File: src/uart_loop_pkg.sv
package uart_loop_pkg;

    // frame geometry
    localparam int DATA_W = 8;
    localparam int DATA_IDX_W = $clog2(DATA_W);
    localparam logic [DATA_IDX_W-1:0] DATA_LAST = DATA_IDX_W'(DATA_W - 1);

    // 24 MHz clock, 6 Mbaud line
    localparam int CLKS_PER_BIT = 4;
    localparam int BIT_CNT_W = $clog2(CLKS_PER_BIT);
    localparam logic [BIT_CNT_W-1:0] BIT_LAST = BIT_CNT_W'(CLKS_PER_BIT - 1);
    // receiver lands its samples near the bit centre
    localparam logic [BIT_CNT_W-1:0] HALF_LAST = BIT_CNT_W'(CLKS_PER_BIT / 2 - 1);

    // start + data + parity + stop
    localparam int FRAME_MAX = DATA_W + 3;
    localparam int IDX_W = $clog2(FRAME_MAX);
    // index of the stop bit inside the transmit shift register
    localparam logic [IDX_W-1:0] STOP_IDX_NOPAR = IDX_W'(DATA_W + 1);
    localparam logic [IDX_W-1:0] STOP_IDX_PAR = IDX_W'(DATA_W + 2);

    // config and status widths
    localparam int GAP_W = 8;
    localparam int CNT_W = 8;

    typedef enum logic [1:0] {
        PARITY_NONE = 2'd0,
        PARITY_EVEN = 2'd1,
        PARITY_ODD  = 2'd2
    } parity_mode_e;

    // register map of the config block
    typedef enum logic [1:0] {
        CFG_PARITY = 2'd0,
        CFG_GAP    = 2'd1,
        CFG_CTRL   = 2'd2
    } cfg_addr_e;

    typedef enum logic [1:0] {
        LOOP_IDLE  = 2'd0,
        LOOP_START = 2'd1,
        LOOP_BUSY  = 2'd2,
        LOOP_GAP   = 2'd3
    } loop_state_e;

    typedef struct packed {
        parity_mode_e     parity;
        logic [GAP_W-1:0] gap;
        logic             loop_en;
    } uart_cfg_t;

    // parity_err only meaningful together with done
    typedef struct packed {
        logic [DATA_W-1:0] data;
        logic              done;
        logic              parity_err;
    } rx_status_t;

endpackage

File: src/loop_ctrl.sv
`timescale 1ns/1ps

module loop_ctrl (
    input  logic                             clk,
    input  logic                             rst,
    input  uart_loop_pkg::uart_cfg_t         cfg,
    input  uart_loop_pkg::rx_status_t        rx_stat,
    input  logic                             tx_busy,
    output logic                             tx_start,
    output logic [uart_loop_pkg::DATA_W-1:0] tx_data,
    output logic [uart_loop_pkg::CNT_W-1:0]  parity_drops,
    output logic [uart_loop_pkg::CNT_W-1:0]  overrun_drops
);

    uart_loop_pkg::loop_state_e        state;
    logic [uart_loop_pkg::DATA_W-1:0]  echo_q;
    logic [uart_loop_pkg::GAP_W-1:0]   gap_cnt;
    // delayed busy for falling-edge detect
    logic                              busy_q;
    logic                              good_byte;
    logic                              bad_byte;
    logic                              tx_done;

    // counters stick at all-ones
    function automatic logic [uart_loop_pkg::CNT_W-1:0] sat_inc(
        input logic [uart_loop_pkg::CNT_W-1:0] v
    );
        return (&v) ? v : v + 1'b1;
    endfunction

    assign bad_byte  = rx_stat.done && rx_stat.parity_err;
    // loopback off hides good bytes from the FSM and the overrun count
    assign good_byte = rx_stat.done && !rx_stat.parity_err && cfg.loop_en;
    // busy rises a cycle after the start strobe, so wait for its fall
    assign tx_done   = busy_q && !tx_busy;

    assign tx_start = (state == uart_loop_pkg::LOOP_START);
    assign tx_data  = echo_q;

    always_ff @(posedge clk) begin
        if (rst) begin
            state   <= uart_loop_pkg::LOOP_IDLE;
            gap_cnt <= '0;
            busy_q  <= 1'b0;
        end else begin
            busy_q <= tx_busy;
            case (state)
                uart_loop_pkg::LOOP_IDLE: begin
                    if (good_byte) begin
                        echo_q <= rx_stat.data;
                        state  <= uart_loop_pkg::LOOP_START;
                    end
                end
                uart_loop_pkg::LOOP_START: begin
                    // single-cycle strobe to the transmitter
                    state <= uart_loop_pkg::LOOP_BUSY;
                end
                uart_loop_pkg::LOOP_BUSY: begin
                    if (tx_done) begin
                        gap_cnt <= '0;
                        state   <= uart_loop_pkg::LOOP_GAP;
                    end
                end
                uart_loop_pkg::LOOP_GAP: begin
                    // gap of 0 spends one cycle here
                    if (gap_cnt >= cfg.gap) begin
                        state <= uart_loop_pkg::LOOP_IDLE;
                    end else begin
                        gap_cnt <= gap_cnt + 1'b1;
                    end
                end
            endcase
        end
    end

    always_ff @(posedge clk) begin
        if (rst) begin
            parity_drops  <= '0;
            overrun_drops <= '0;
        end else begin
            // parity failures count in every state
            if (bad_byte) begin
                parity_drops <= sat_inc(parity_drops);
            end
            // good byte while an echo is still in flight
            if (good_byte && (state != uart_loop_pkg::LOOP_IDLE)) begin
                overrun_drops <= sat_inc(overrun_drops);
            end
        end
    end

endmodule

File: src/uart_cfg_regs.sv
`timescale 1ns/1ps

module uart_cfg_regs (
    input  logic                      clk,
    input  logic                      rst,
    input  logic                      cfg_we,
    input  uart_loop_pkg::cfg_addr_e  cfg_addr,
    input  logic [7:0]                cfg_wdata,
    output uart_loop_pkg::uart_cfg_t  cfg
);

    uart_loop_pkg::parity_mode_e       parity_q;
    logic [uart_loop_pkg::GAP_W-1:0]   gap_q;
    logic                              loop_en_q;

    always_ff @(posedge clk) begin
        if (rst) begin
            // no parity, no gap, echo on
            parity_q  <= uart_loop_pkg::PARITY_NONE;
            gap_q     <= '0;
            loop_en_q <= 1'b1;
        end else if (cfg_we) begin
            case (cfg_addr)
                uart_loop_pkg::CFG_PARITY: begin
                    // unknown code falls back to no parity
                    case (cfg_wdata[1:0])
                        uart_loop_pkg::PARITY_EVEN: parity_q <= uart_loop_pkg::PARITY_EVEN;
                        uart_loop_pkg::PARITY_ODD:  parity_q <= uart_loop_pkg::PARITY_ODD;
                        default:                    parity_q <= uart_loop_pkg::PARITY_NONE;
                    endcase
                end
                uart_loop_pkg::CFG_GAP: begin
                    gap_q <= cfg_wdata[uart_loop_pkg::GAP_W-1:0];
                end
                uart_loop_pkg::CFG_CTRL: begin
                    // bit 0 is the loopback enable
                    loop_en_q <= cfg_wdata[0];
                end
                default: begin
                    // unmapped address, write ignored
                end
            endcase
        end
    end

    // settings shared by rx, tx and the controller
    assign cfg = '{parity: parity_q, gap: gap_q, loop_en: loop_en_q};

endmodule

File: src/uart_loop_top.sv
`timescale 1ns/1ps

module uart_loop_top (
    input  logic                             clk,
    input  logic                             rst,
    input  logic                             rx,
    output logic                             tx,
    input  logic                             cfg_we,
    input  uart_loop_pkg::cfg_addr_e         cfg_addr,
    input  logic [7:0]                       cfg_wdata,
    output logic                             tx_busy,
    output logic [uart_loop_pkg::CNT_W-1:0]  parity_drops,
    output logic [uart_loop_pkg::CNT_W-1:0]  overrun_drops
);

    // settings fan out to all three blocks
    uart_loop_pkg::uart_cfg_t          cfg;
    uart_loop_pkg::rx_status_t         rx_stat;
    logic                              tx_start;
    logic [uart_loop_pkg::DATA_W-1:0]  tx_data;

    uart_cfg_regs cfg_regs_i (
        .clk       (clk),
        .rst       (rst),
        .cfg_we    (cfg_we),
        .cfg_addr  (cfg_addr),
        .cfg_wdata (cfg_wdata),
        .cfg       (cfg)
    );

    uart_rx rx_i (
        .clk     (clk),
        .rst     (rst),
        .rx      (rx),
        .cfg     (cfg),
        .rx_stat (rx_stat)
    );

    // echo decision and drop counters
    loop_ctrl loop_ctrl_i (
        .clk           (clk),
        .rst           (rst),
        .cfg           (cfg),
        .rx_stat       (rx_stat),
        .tx_busy       (tx_busy),
        .tx_start      (tx_start),
        .tx_data       (tx_data),
        .parity_drops  (parity_drops),
        .overrun_drops (overrun_drops)
    );

    uart_tx tx_i (
        .clk      (clk),
        .rst      (rst),
        .tx_start (tx_start),
        .tx_data  (tx_data),
        .cfg      (cfg),
        .tx       (tx),
        .tx_busy  (tx_busy)
    );

endmodule

File: src/uart_rx.sv
`timescale 1ns/1ps

module uart_rx (
    input  logic                       clk,
    input  logic                       rst,
    input  logic                       rx,
    input  uart_loop_pkg::uart_cfg_t   cfg,
    output uart_loop_pkg::rx_status_t  rx_stat
);

    typedef enum logic [2:0] {
        RX_IDLE,
        RX_START,
        RX_DATA,
        RX_PAR,
        RX_STOP
    } rx_state_e;

    rx_state_e                            state;
    // two-flop synchronizer plus one flop for edge detect
    logic                                 rx_s1;
    logic                                 rx_s2;
    logic                                 rx_q;
    logic [uart_loop_pkg::BIT_CNT_W-1:0]  clk_cnt;
    logic [uart_loop_pkg::DATA_IDX_W-1:0] bit_idx;
    logic [uart_loop_pkg::DATA_W-1:0]     data_sh;
    uart_loop_pkg::parity_mode_e          par_mode;
    logic                                 par_bit;
    logic                                 exp_par;
    logic                                 bit_tick;
    logic                                 done_q;
    logic                                 perr_q;

    always_ff @(posedge clk) begin
        if (rst) begin
            rx_s1 <= 1'b1;
            rx_s2 <= 1'b1;
            rx_q  <= 1'b1;
        end else begin
            rx_s1 <= rx;
            rx_s2 <= rx_s1;
            rx_q  <= rx_s2;
        end
    end

    // one sample per bit time after the start check
    assign bit_tick = (clk_cnt == uart_loop_pkg::BIT_LAST);
    // parity expected for the shifted-in byte
    assign exp_par = (par_mode == uart_loop_pkg::PARITY_ODD) ? ~(^data_sh) : (^data_sh);

    always_ff @(posedge clk) begin
        if (rst) begin
            state   <= RX_IDLE;
            clk_cnt <= '0;
            bit_idx <= '0;
            done_q  <= 1'b0;
            perr_q  <= 1'b0;
        end else begin
            done_q <= 1'b0;
            case (state)
                RX_IDLE: begin
                    clk_cnt <= '0;
                    bit_idx <= '0;
                    // falling edge on the synchronized line
                    if (rx_q && !rx_s2) begin
                        state    <= RX_START;
                        par_mode <= cfg.parity;
                    end
                end
                RX_START: begin
                    if (clk_cnt == uart_loop_pkg::HALF_LAST) begin
                        clk_cnt <= '0;
                        // still low at mid-bit, else a glitch
                        state   <= rx_s2 ? RX_IDLE : RX_DATA;
                    end else begin
                        clk_cnt <= clk_cnt + 1'b1;
                    end
                end
                RX_DATA: begin
                    if (bit_tick) begin
                        clk_cnt <= '0;
                        // lsb first
                        data_sh <= {rx_s2, data_sh[uart_loop_pkg::DATA_W-1:1]};
                        if (bit_idx == uart_loop_pkg::DATA_LAST) begin
                            state <= (par_mode == uart_loop_pkg::PARITY_NONE) ? RX_STOP : RX_PAR;
                        end else begin
                            bit_idx <= bit_idx + 1'b1;
                        end
                    end else begin
                        clk_cnt <= clk_cnt + 1'b1;
                    end
                end
                RX_PAR: begin
                    if (bit_tick) begin
                        clk_cnt <= '0;
                        par_bit <= rx_s2;
                        state   <= RX_STOP;
                    end else begin
                        clk_cnt <= clk_cnt + 1'b1;
                    end
                end
                RX_STOP: begin
                    if (bit_tick) begin
                        clk_cnt <= '0;
                        state   <= RX_IDLE;
                        // low stop bit, drop the frame silently
                        if (rx_s2) begin
                            done_q <= 1'b1;
                            perr_q <= (par_mode != uart_loop_pkg::PARITY_NONE) &&
                                      (par_bit != exp_par);
                        end
                    end else begin
                        clk_cnt <= clk_cnt + 1'b1;
                    end
                end
                default: state <= RX_IDLE;
            endcase
        end
    end

    assign rx_stat = '{data: data_sh, done: done_q, parity_err: perr_q};

endmodule

File: src/uart_tx.sv
`timescale 1ns/1ps

module uart_tx (
    input  logic                              clk,
    input  logic                              rst,
    input  logic                              tx_start,
    input  logic [uart_loop_pkg::DATA_W-1:0]  tx_data,
    input  uart_loop_pkg::uart_cfg_t          cfg,
    output logic                              tx,
    output logic                              tx_busy
);

    // whole frame, bit 0 goes out first
    logic [uart_loop_pkg::FRAME_MAX-1:0] shreg;
    logic [uart_loop_pkg::IDX_W-1:0]     bit_idx;
    logic [uart_loop_pkg::IDX_W-1:0]     stop_idx;
    logic [uart_loop_pkg::BIT_CNT_W-1:0] clk_cnt;
    // one cycle between accepting the strobe and driving the line
    logic                                load_q;
    logic                                par_en;
    logic                                par_bit;

    assign par_en = (cfg.parity != uart_loop_pkg::PARITY_NONE);
    // even mode makes the total count of ones even
    assign par_bit = (cfg.parity == uart_loop_pkg::PARITY_ODD) ? ~(^tx_data) : (^tx_data);

    always_ff @(posedge clk) begin
        if (rst) begin
            tx      <= 1'b1;
            tx_busy <= 1'b0;
            load_q  <= 1'b0;
            clk_cnt <= '0;
            bit_idx <= '0;
        end else begin
            load_q <= 1'b0;

            // capture frame and parity mode at start
            if (tx_start && !tx_busy && !load_q) begin
                load_q <= 1'b1;
                if (par_en) begin
                    shreg    <= {1'b1, par_bit, tx_data, 1'b0};
                    stop_idx <= uart_loop_pkg::STOP_IDX_PAR;
                end else begin
                    // top bit is padding, never reaches the line
                    shreg    <= {2'b11, tx_data, 1'b0};
                    stop_idx <= uart_loop_pkg::STOP_IDX_NOPAR;
                end
            end

            if (load_q) begin
                // start bit goes out here
                tx_busy <= 1'b1;
                tx      <= shreg[0];
                clk_cnt <= '0;
                bit_idx <= '0;
            end else if (tx_busy) begin
                if (clk_cnt == uart_loop_pkg::BIT_LAST) begin
                    clk_cnt <= '0;
                    if (bit_idx == stop_idx) begin
                        // end of stop bit, line stays high
                        tx_busy <= 1'b0;
                        tx      <= 1'b1;
                    end else begin
                        bit_idx <= bit_idx + 1'b1;
                        tx      <= shreg[1];
                        // shift in ones so the line idles high
                        shreg   <= {1'b1, shreg[uart_loop_pkg::FRAME_MAX-1:1]};
                    end
                end else begin
                    clk_cnt <= clk_cnt + 1'b1;
                end
            end
        end
    end

endmodule

File: config.mk
export PLATFORM = sky130hd
export DESIGN_NAME = uart_loop_top
export DESIGN_NICKNAME = d
export VERILOG_FILES = /design/src/uart_loop_pkg.sv /design/src/loop_ctrl.sv /design/src/uart_cfg_regs.sv /design/src/uart_loop_top.sv /design/src/uart_rx.sv /design/src/uart_tx.sv
export SDC_FILE = /design/constraint.sdc
export NUM_CORES = 1
export LEC_CHECK = 0
export BUFFER_PORTS_ARGS = -buffer_cell sky130_fd_sc_hd__buf_2
export CAP_MARGIN = 25
export CORE_AREA = 2 2 89 112
export DETAILED_ROUTE_END_ITERATION = 6
export DIE_AREA = 0 0 91 114
export HOLD_SLACK_MARGIN = 0.12
export PLACE_DENSITY = 0.67
export RECOVER_POWER = 50
export REMOVE_ABC_BUFFERS = 1
export SLEW_MARGIN = 20
export SYNTH_ARGS = -nofsm -noshare
export SYNTH_HDL_FRONTEND = slang
export SYNTH_HIERARCHICAL = 1
export SYNTH_SLANG_ARGS = --single-unit
export TNS_END_PERCENT = 50
File: constraint.sdc
create_clock -name clk -period 2.2 [get_ports clk]
set_input_delay 0.11 -clock clk [delete_from_list [all_inputs] [get_ports clk]]
set_output_delay 0.11 -clock clk [all_outputs]
set_load 0.02 [all_outputs]
Word level (Yosys, flattened, before mapping)
Index checks and enable logic that the tools add are counted.
{ "totals": {"wordCells": 165, "output_inout_bits": 18, "ramBits": 0, "latch_bits": 0, "register_bits": 94, "mem_bits_ro": 0, "n_memories": 0} }
{ "classes": {"reduce_logical": 49, "n_shift": 0, "eq_ne": 30, "multipliers": 0, "addsub": 7, "n_mux": 43, "order_cmp": 1, "n_div": 0, "bitwise_logic": 8} }
{ "ops": {"columns": ["cell", "count"], "rows": [
  ["$mux 11", 5],
  ["$mux 3", 9],
  ["$reduce_and 3->1", 9],
  ["$add 8x1->8 const B", 3],
  ["$ne 2x1->1 const B", 9],
  ["$eq 2x2->1 const B", 8],
  ["$mux 2", 8],
  ["$mux 8", 2],
  ["$pmux 8 s2", 1],
  ["$reduce_and 8->1", 2],
  ["$reduce_xor 8->1", 2],
  ["$pmux 3 s5", 1],
  ["$reduce_and 2->1", 7],
  ["$reduce_bool 2->1", 7],
  ["$mux 1", 12],
  ["$mux 10", 1],
  ["$logic_and 1x1->1", 9],
  ["$eq 2x1->1 const B", 4],
  ["$ge 8x8->1", 1],
  ["$not 1->1", 8],
  ["$pmux 2 s4", 1],
  ["$eq 3x2->1 const B", 2],
  ["$eq 3x3->1 const B", 2],
  ["$logic_not 2->1", 3],
  ["other kinds (16)", 22]
]} }

Longest topological paths before layout
{ "depth": {"word_depth": 9, "ltp_mapped": 7, "mapped_depth_nobuf": 7} }

Cells and area by module
Netlist, hierarchy kept.
{ "modules_own_cells": {"columns": ["module", "n_inst", "cells_per_inst", "area_per_inst_um2", "seq_area_each_um2"], "rows": [
  ["loop_ctrl", 1, 186, 1774.2, 780.7],
  ["uart_rx", 1, 108, 1151.1, 590.6],
  ["uart_tx", 1, 106, 1111.1, 570.5],
  ["uart_cfg_regs", 1, 51, 519.2, 220.2]
]} }

Least setup slack after synthesis
OpenSTA, ideal clock, no wires.
{ "synth_path": {"kind": "reg2reg", "from": "register rx_i.state[1]", "to": "register rx_i/data_sh[0] in the netlist's numbering, enable pin", "arrival_ns": 1.440, "period_less_slack_ns": 1.826, "t_required_ns": 1.815, "stages_incl_launch_ff": 4, "slack_ns": 0.374, "setup_time_ns": 0.385, "path_cell_list": "dfxtp_1 > clkbuf_1 > nand2_1 > nor3b_1"} }
{ "synth_via": {"elab_chain_cells": 2} }
{ "synth_rtl": {"columns": ["element", "line_no", "rtl"], "rows": [
  ["start: declaration", "uart_rx.sv:19", "rx_state_e state;"],
  ["start signal: assignment", "uart_rx.sv:74", "state <= rx_s2 ? RX_IDLE : RX_DATA;"],
  ["start signal: assignment", "uart_rx.sv:85", "state <= (par_mode == uart_loop_pkg::PARITY_NONE) ? RX_STOP : RX_PAR;"],
  ["$eq 3x2->1", "uart_rx.sv:60", "case (state)"],
  ["$reduce_and 3->1 (no line)", null, null],
  ["end signal: assignment", "uart_rx.sv:83", "data_sh <= {rx_s2, data_sh[uart_loop_pkg::DATA_W-1:1]};"],
  ["end: declaration", "uart_rx.sv:26", "logic [uart_loop_pkg::DATA_W-1:0] data_sh;"]
]} }
Every way passes these cells.
A chain may end at the register's enable or synchronous reset.

Final worst setup path
{ "layout_path": {"from": "register loop_ctrl_i.state[0]", "to": "register loop_ctrl_i/gap_cnt[5] in the netlist's numbering"} }
{ "layout_via": {"elab_chain_cells": 3, "word_cells_on_any_way": 7, "classes_between": "4 x eq/ne; 1 x mux; 2 x reduce/logical"} }
{ "layout_rtl": {"columns": ["element", "line_no", "rtl"], "rows": [
  ["start: declaration", "loop_ctrl.sv:15", "uart_loop_pkg::loop_state_e state;"],
  ["start signal: assignment", "loop_ctrl.sv:42", "state <= uart_loop_pkg::LOOP_IDLE;"],
  ["start signal: assignment", "loop_ctrl.sv:51", "state <= uart_loop_pkg::LOOP_START;"],
  ["start signal: assignment", "loop_ctrl.sv:56", "state <= uart_loop_pkg::LOOP_BUSY;"],
  ["$eq 2x2->1", "loop_ctrl.sv:47", "case (state)"],
  ["$ne 2x2->1 (no line), or another cell as far along", null, null],
  ["$reduce_and 3->1 (no line)", null, null],
  ["end signal: assignment", "loop_ctrl.sv:69", "gap_cnt <= gap_cnt + 1'b1;"],
  ["end: declaration", "loop_ctrl.sv:17", "logic [uart_loop_pkg::GAP_W-1:0] gap_cnt;"]
]} }
Several ways; a longest one is shown, not always the timed one.

==> impl_metrics.csv <==
group,metric,value,unit
status,status,"completed",
synthesis,async_flop_share,0,%
worst_hold_path,hp-class,"input port to flip-flop",
place,io_buffers,31,
timing,period_minus_slack,1885,ps
worst_setup_path,max_stage_delay,370,ps
pwr,p_per_area,760.3,nW/um^2
worst_setup_path,required,2430,ps
timing,max_freq,530.6,MHz
timing,drv_slew,0,
cells_and_area,areaGrowthSynthToFinish,15.33,%
timing,max_slew_margin,57.06,%
synthesis,synth-main-ff-cell,"dfxtp_1",
worst_setup_path,cpMaxStageDelayCell,"dfxtp_1",
worst_setup_path,arrival,2110,ps
synthesis,synth_top_family_by_area,"simple AND/OR/NAND/NOR gates",
cells_and_area,utilization,55.84,%
synthesis,syn_avg_cell_area,10.10,sq um
timing,tightest_slew,644.2,ps
run,drv_cap,0,
die,ioPinCount,32,
timing,post-route-period-util,85.67,%
route,route.detailed.drc,0,
synthesis,synthSimpleGateAreaFrac,19.64,%
synthesis,ys_seq_area_share,47.46,%
synthesis,synth_compound_area_share,10.05,%
place,pre_cts_ws,343.4,ps
route,wl_per_cell,13.59,microns
die,die_x,91,microns
synthesis,muxShareOfSynthArea,5.740,%
synthesis,ys_seq_elements,92,
synthesis,synthesis.instances,451,
clock_network,cts_sinks,92,
place,globalplace.congestion,0.8959,
worst_setup_path,reg2reg_from,"loop_ctrl_i/state[0]$_SDFFE_PP0P_",
worst_setup_path,crit_path_cell_trace,"ha_1, nand2b_1, o31ai_1, o211a_1, nand2_1, a32o_1",
global_routing,antenna_found_initial,0,
worst_setup_path,crit_path_max_fanout,9,
worst_setup_path,cp-start-kind,"flip-flop",
clock_network,cts_root_buf,"clkbuf_16",
cells_and_area,drive_above_1_share,9.438,%
clock_network,cts_tree,"yes",
global_routing,grt_pass1_wl,14660,microns
worst_setup_path,end_kind,"flip-flop",
worst_setup_path,reg2reg_slack,320,ps
clock_network,ctsResizeCount,0,
synthesis,synthDistinctLibCells,57,
pwr,p_leak,1.939,nW
die,start_util,48.42,%
route,drt_pre_antenna_iters,5,
die,std_cell_rows,40,
timing,rsz0062_at_grt,"no",
die,coreArea,9409,sq um
synthesis,synth.cell_area,4556,sq um
clock_network,insertion_delay,340,ps
global_routing,grt-ovfl-total,0,
die,dieArea,10370,sq um
clock_network,numCtsBuffers,9,
timing,hold_ws,285.6,ps
synthesis,synth_warnings,6,
worst_setup_path,reg2reg_depth,6,
synthesis,synth_xor_area_share,7.059,%
route,drt-vias-per-instance,5.333,
route,first_iter_violations,125,
route,totalWireLength,8481,microns
timing,layout_setup_ws,315.2,ps
cells_and_area,n_antenna_cell,0,
timing,skew,9.511,ps
pwr,vdd_drop_max,0.4240,mV
clock_network,clk_pin_slew,60,ps
timing,tns,0,ps
route,ant_nets,0,
route,via_count,3328,
timing,hold_violations,0,
clock_network,htree_levels,3,
clock_network,postCtsSetupBuffers,0,
synthesis,synth-adder-area-share,6.042,%
timing,setup_violations,0,
global_routing,grt_usage,17.33,%
worst_setup_path,crit_start,"loop_ctrl_i/state[0]$_SDFFE_PP0P_",
place,hpwlAfterDp,5847,microns
global_routing,grt_start_max_net_pins,37,
worst_setup_path,timing.critical_path.to,"loop_ctrl_i/gap_cnt[5]$_SDFFE_PP0P_",
synthesis,synth_edf_count,32,
global_routing,grt_pass1_vias,3274,
cells_and_area,nets,529,
worst_setup_path,path_class,"flip-flop to flip-flop",
worst_setup_path,r2r_end,"loop_ctrl_i/gap_cnt[5]$_SDFFE_PP0P_",
die,die_h,114,microns
clock_network,cts_buffer_depth,2,
[flip-flops by register name, indices dropped and copies added (netlist names), 2 cells and up]
register                   count
cfg_regs_i/gap_q               8
cfg_regs_i/parity_q            2
loop_ctrl_i/gap_cnt            8
loop_ctrl_i/overrun_drops      8
loop_ctrl_i/parity_drops       8
loop_ctrl_i/state              2
loop_ctrl_i/tx_data            8
rx_i/bit_idx                   3
rx_i/clk_cnt                   2
rx_i/data_sh                   8
rx_i/par_mode                  2
rx_i/state                     3
tx_i/bit_idx                   4
tx_i/clk_cnt                   2
tx_i/shreg                    11
tx_i/stop_idx                  2
[through the flow]
stage	cells	instance area [sq um]	total power [W]
global placement	595	4817	0.002309
detailed placement	595	4817	0.002326
floorplan	431	4452	0.002217
CTS	624	5280	0.004024
finish	624	5254	0.003994
global route	624	5254	0.004143
[routing by layer]
metal	vias up	track usage [%]	wire (microns)
met4	0	7.879	107
met5	-	0	0
li1	1663	-	-
met2	55	29.04	4256
met1	1603	21.33	3802
met3	7	3.963	315
[cell usage after synthesis, drive strengths merged, types with 3 or more instances]
cell type | count | share of area [%]
nor4b | 3 | 0.91
nor3b | 6 | 0.99
nand2 | 38 | 3.1
o22ai | 3 | 0.41
or3b | 3 | 0.58
dfxtp | 60 | 26
inv | 21 | 1.7
mux2i | 25 | 5.5
nor2b | 3 | 0.41
nor3 | 13 | 1.6
ha | 22 | 6.0
edfxtp | 32 | 21
nand3 | 6 | 0.66
xor2 | 13 | 2.5
o211a | 3 | 0.66
a21oi | 19 | 2.1
nand2b | 26 | 3.6
or3 | 5 | 0.69
buf | 9 | 1.3
nand4 | 8 | 1.1
or2 | 5 | 0.69
o21ai | 17 | 1.9
xnor2 | 19 | 4.1
and2 | 3 | 0.41
o21a | 3 | 0.49
o211ai | 5 | 0.93
and3 | 4 | 0.55
a311oi | 3 | 0.58
clkbuf | 11 | 0.93
nor2 | 41 | 3.4
[cells in the final DEF, fill, tap and decap left out, types with 6 or more instances in the layout]
| cell | instances |
|---|---|
| xnor2_1 | 18 |
| buf_2 | 11 |
| nand2b_1 | 26 |
| clkbuf_1 | 20 |
| o21ai_0 | 8 |
| a21oi_1 | 19 |
| inv_1 | 21 |
| xor2_1 | 13 |
| edfxtp_1 | 32 |
| nor3_1 | 11 |
| buf_4 | 7 |
| nor3b_1 | 6 |
| clkbuf_16 | 11 |
| dfxtp_1 | 60 |
| nor2_1 | 40 |
| nand3_1 | 6 |
| dlygate4sd3_1 | 13 |
| ha_1 | 22 |
| nand2_1 | 38 |
| mux2i_1 | 25 |
| nand4_1 | 8 |
| o21ai_1 | 9 |
[worst min-delay path by stage]
stage                     start                                        to  slack [ps]  cells past startpoint
after floorplan             rst  loop_ctrl_i/parity_drops[1]$_SDFFE_PP0P_         180                      1
after detailed placement     rx                     rx_i/rx_s1$_SDFF_PP1_         300                      2
after global routing        rst              rx_i/bit_idx[0]$_SDFFE_PP0P_         310                      2
final                       rst              rx_i/bit_idx[0]$_SDFFE_PP0P_         290                      2
after CTS                   rst              rx_i/bit_idx[0]$_SDFFE_PP0P_         280                      2
after global placement       rx                     rx_i/rx_s1$_SDFF_PP1_         290                      2
[final cells by class]
| class | count | area (sq um) |
|---|---|---|
| flip-flops and latches | 92 | 2162 |
| multi-input cells | 318 | 2210 |
| repair buffers | 51 | 312.8 |
| inverters | 21 | 78.83 |
| clock buffers | 12 | 282.8 |
| fillers | 858 | 4155 |
| clock inverters | 4 | 50.05 |
| well taps | 126 | 157.7 |
[cell families (layout without fill, tap and decap cells)]
logic type | after synthesis | in the layout
xor gates and xnor gates | 33 | 33
and+or+nand+nor | 169 | 169
AOI/OAI and AO/OA | 68 | 68
DFF | 92 | 92
buffers and inverters | 41 | 88
muxes | 26 | 26
adders and majority gates | 22 | 22
[where the power goes]
part / internal [W] / total (W) / switching (W) / leakage [nW]
combinational: 0.000176 / 0.000381 / 0.000205 / 0.994
clock: 0.00103 / 0.00169 / 0.000653 / 0.167
sequential: 0.00186 / 0.00193 / 0.0000620 / 0.778
[critical path: cells and delay by family, from the launching register on]
kind	cells	cell delay, ps
AOI/OAI and AO/OA	3	850
DFF	1	370
adders and majority gates	1	360
and+or+nand+nor	2	190
[timing repair]
action	in CTS	in global routing
endpoints found under the setup margin	0	0
hold endpoints to repair	12	0
hold buffers	13	0
Note: power is estimated with default switching activity, not from simulation.
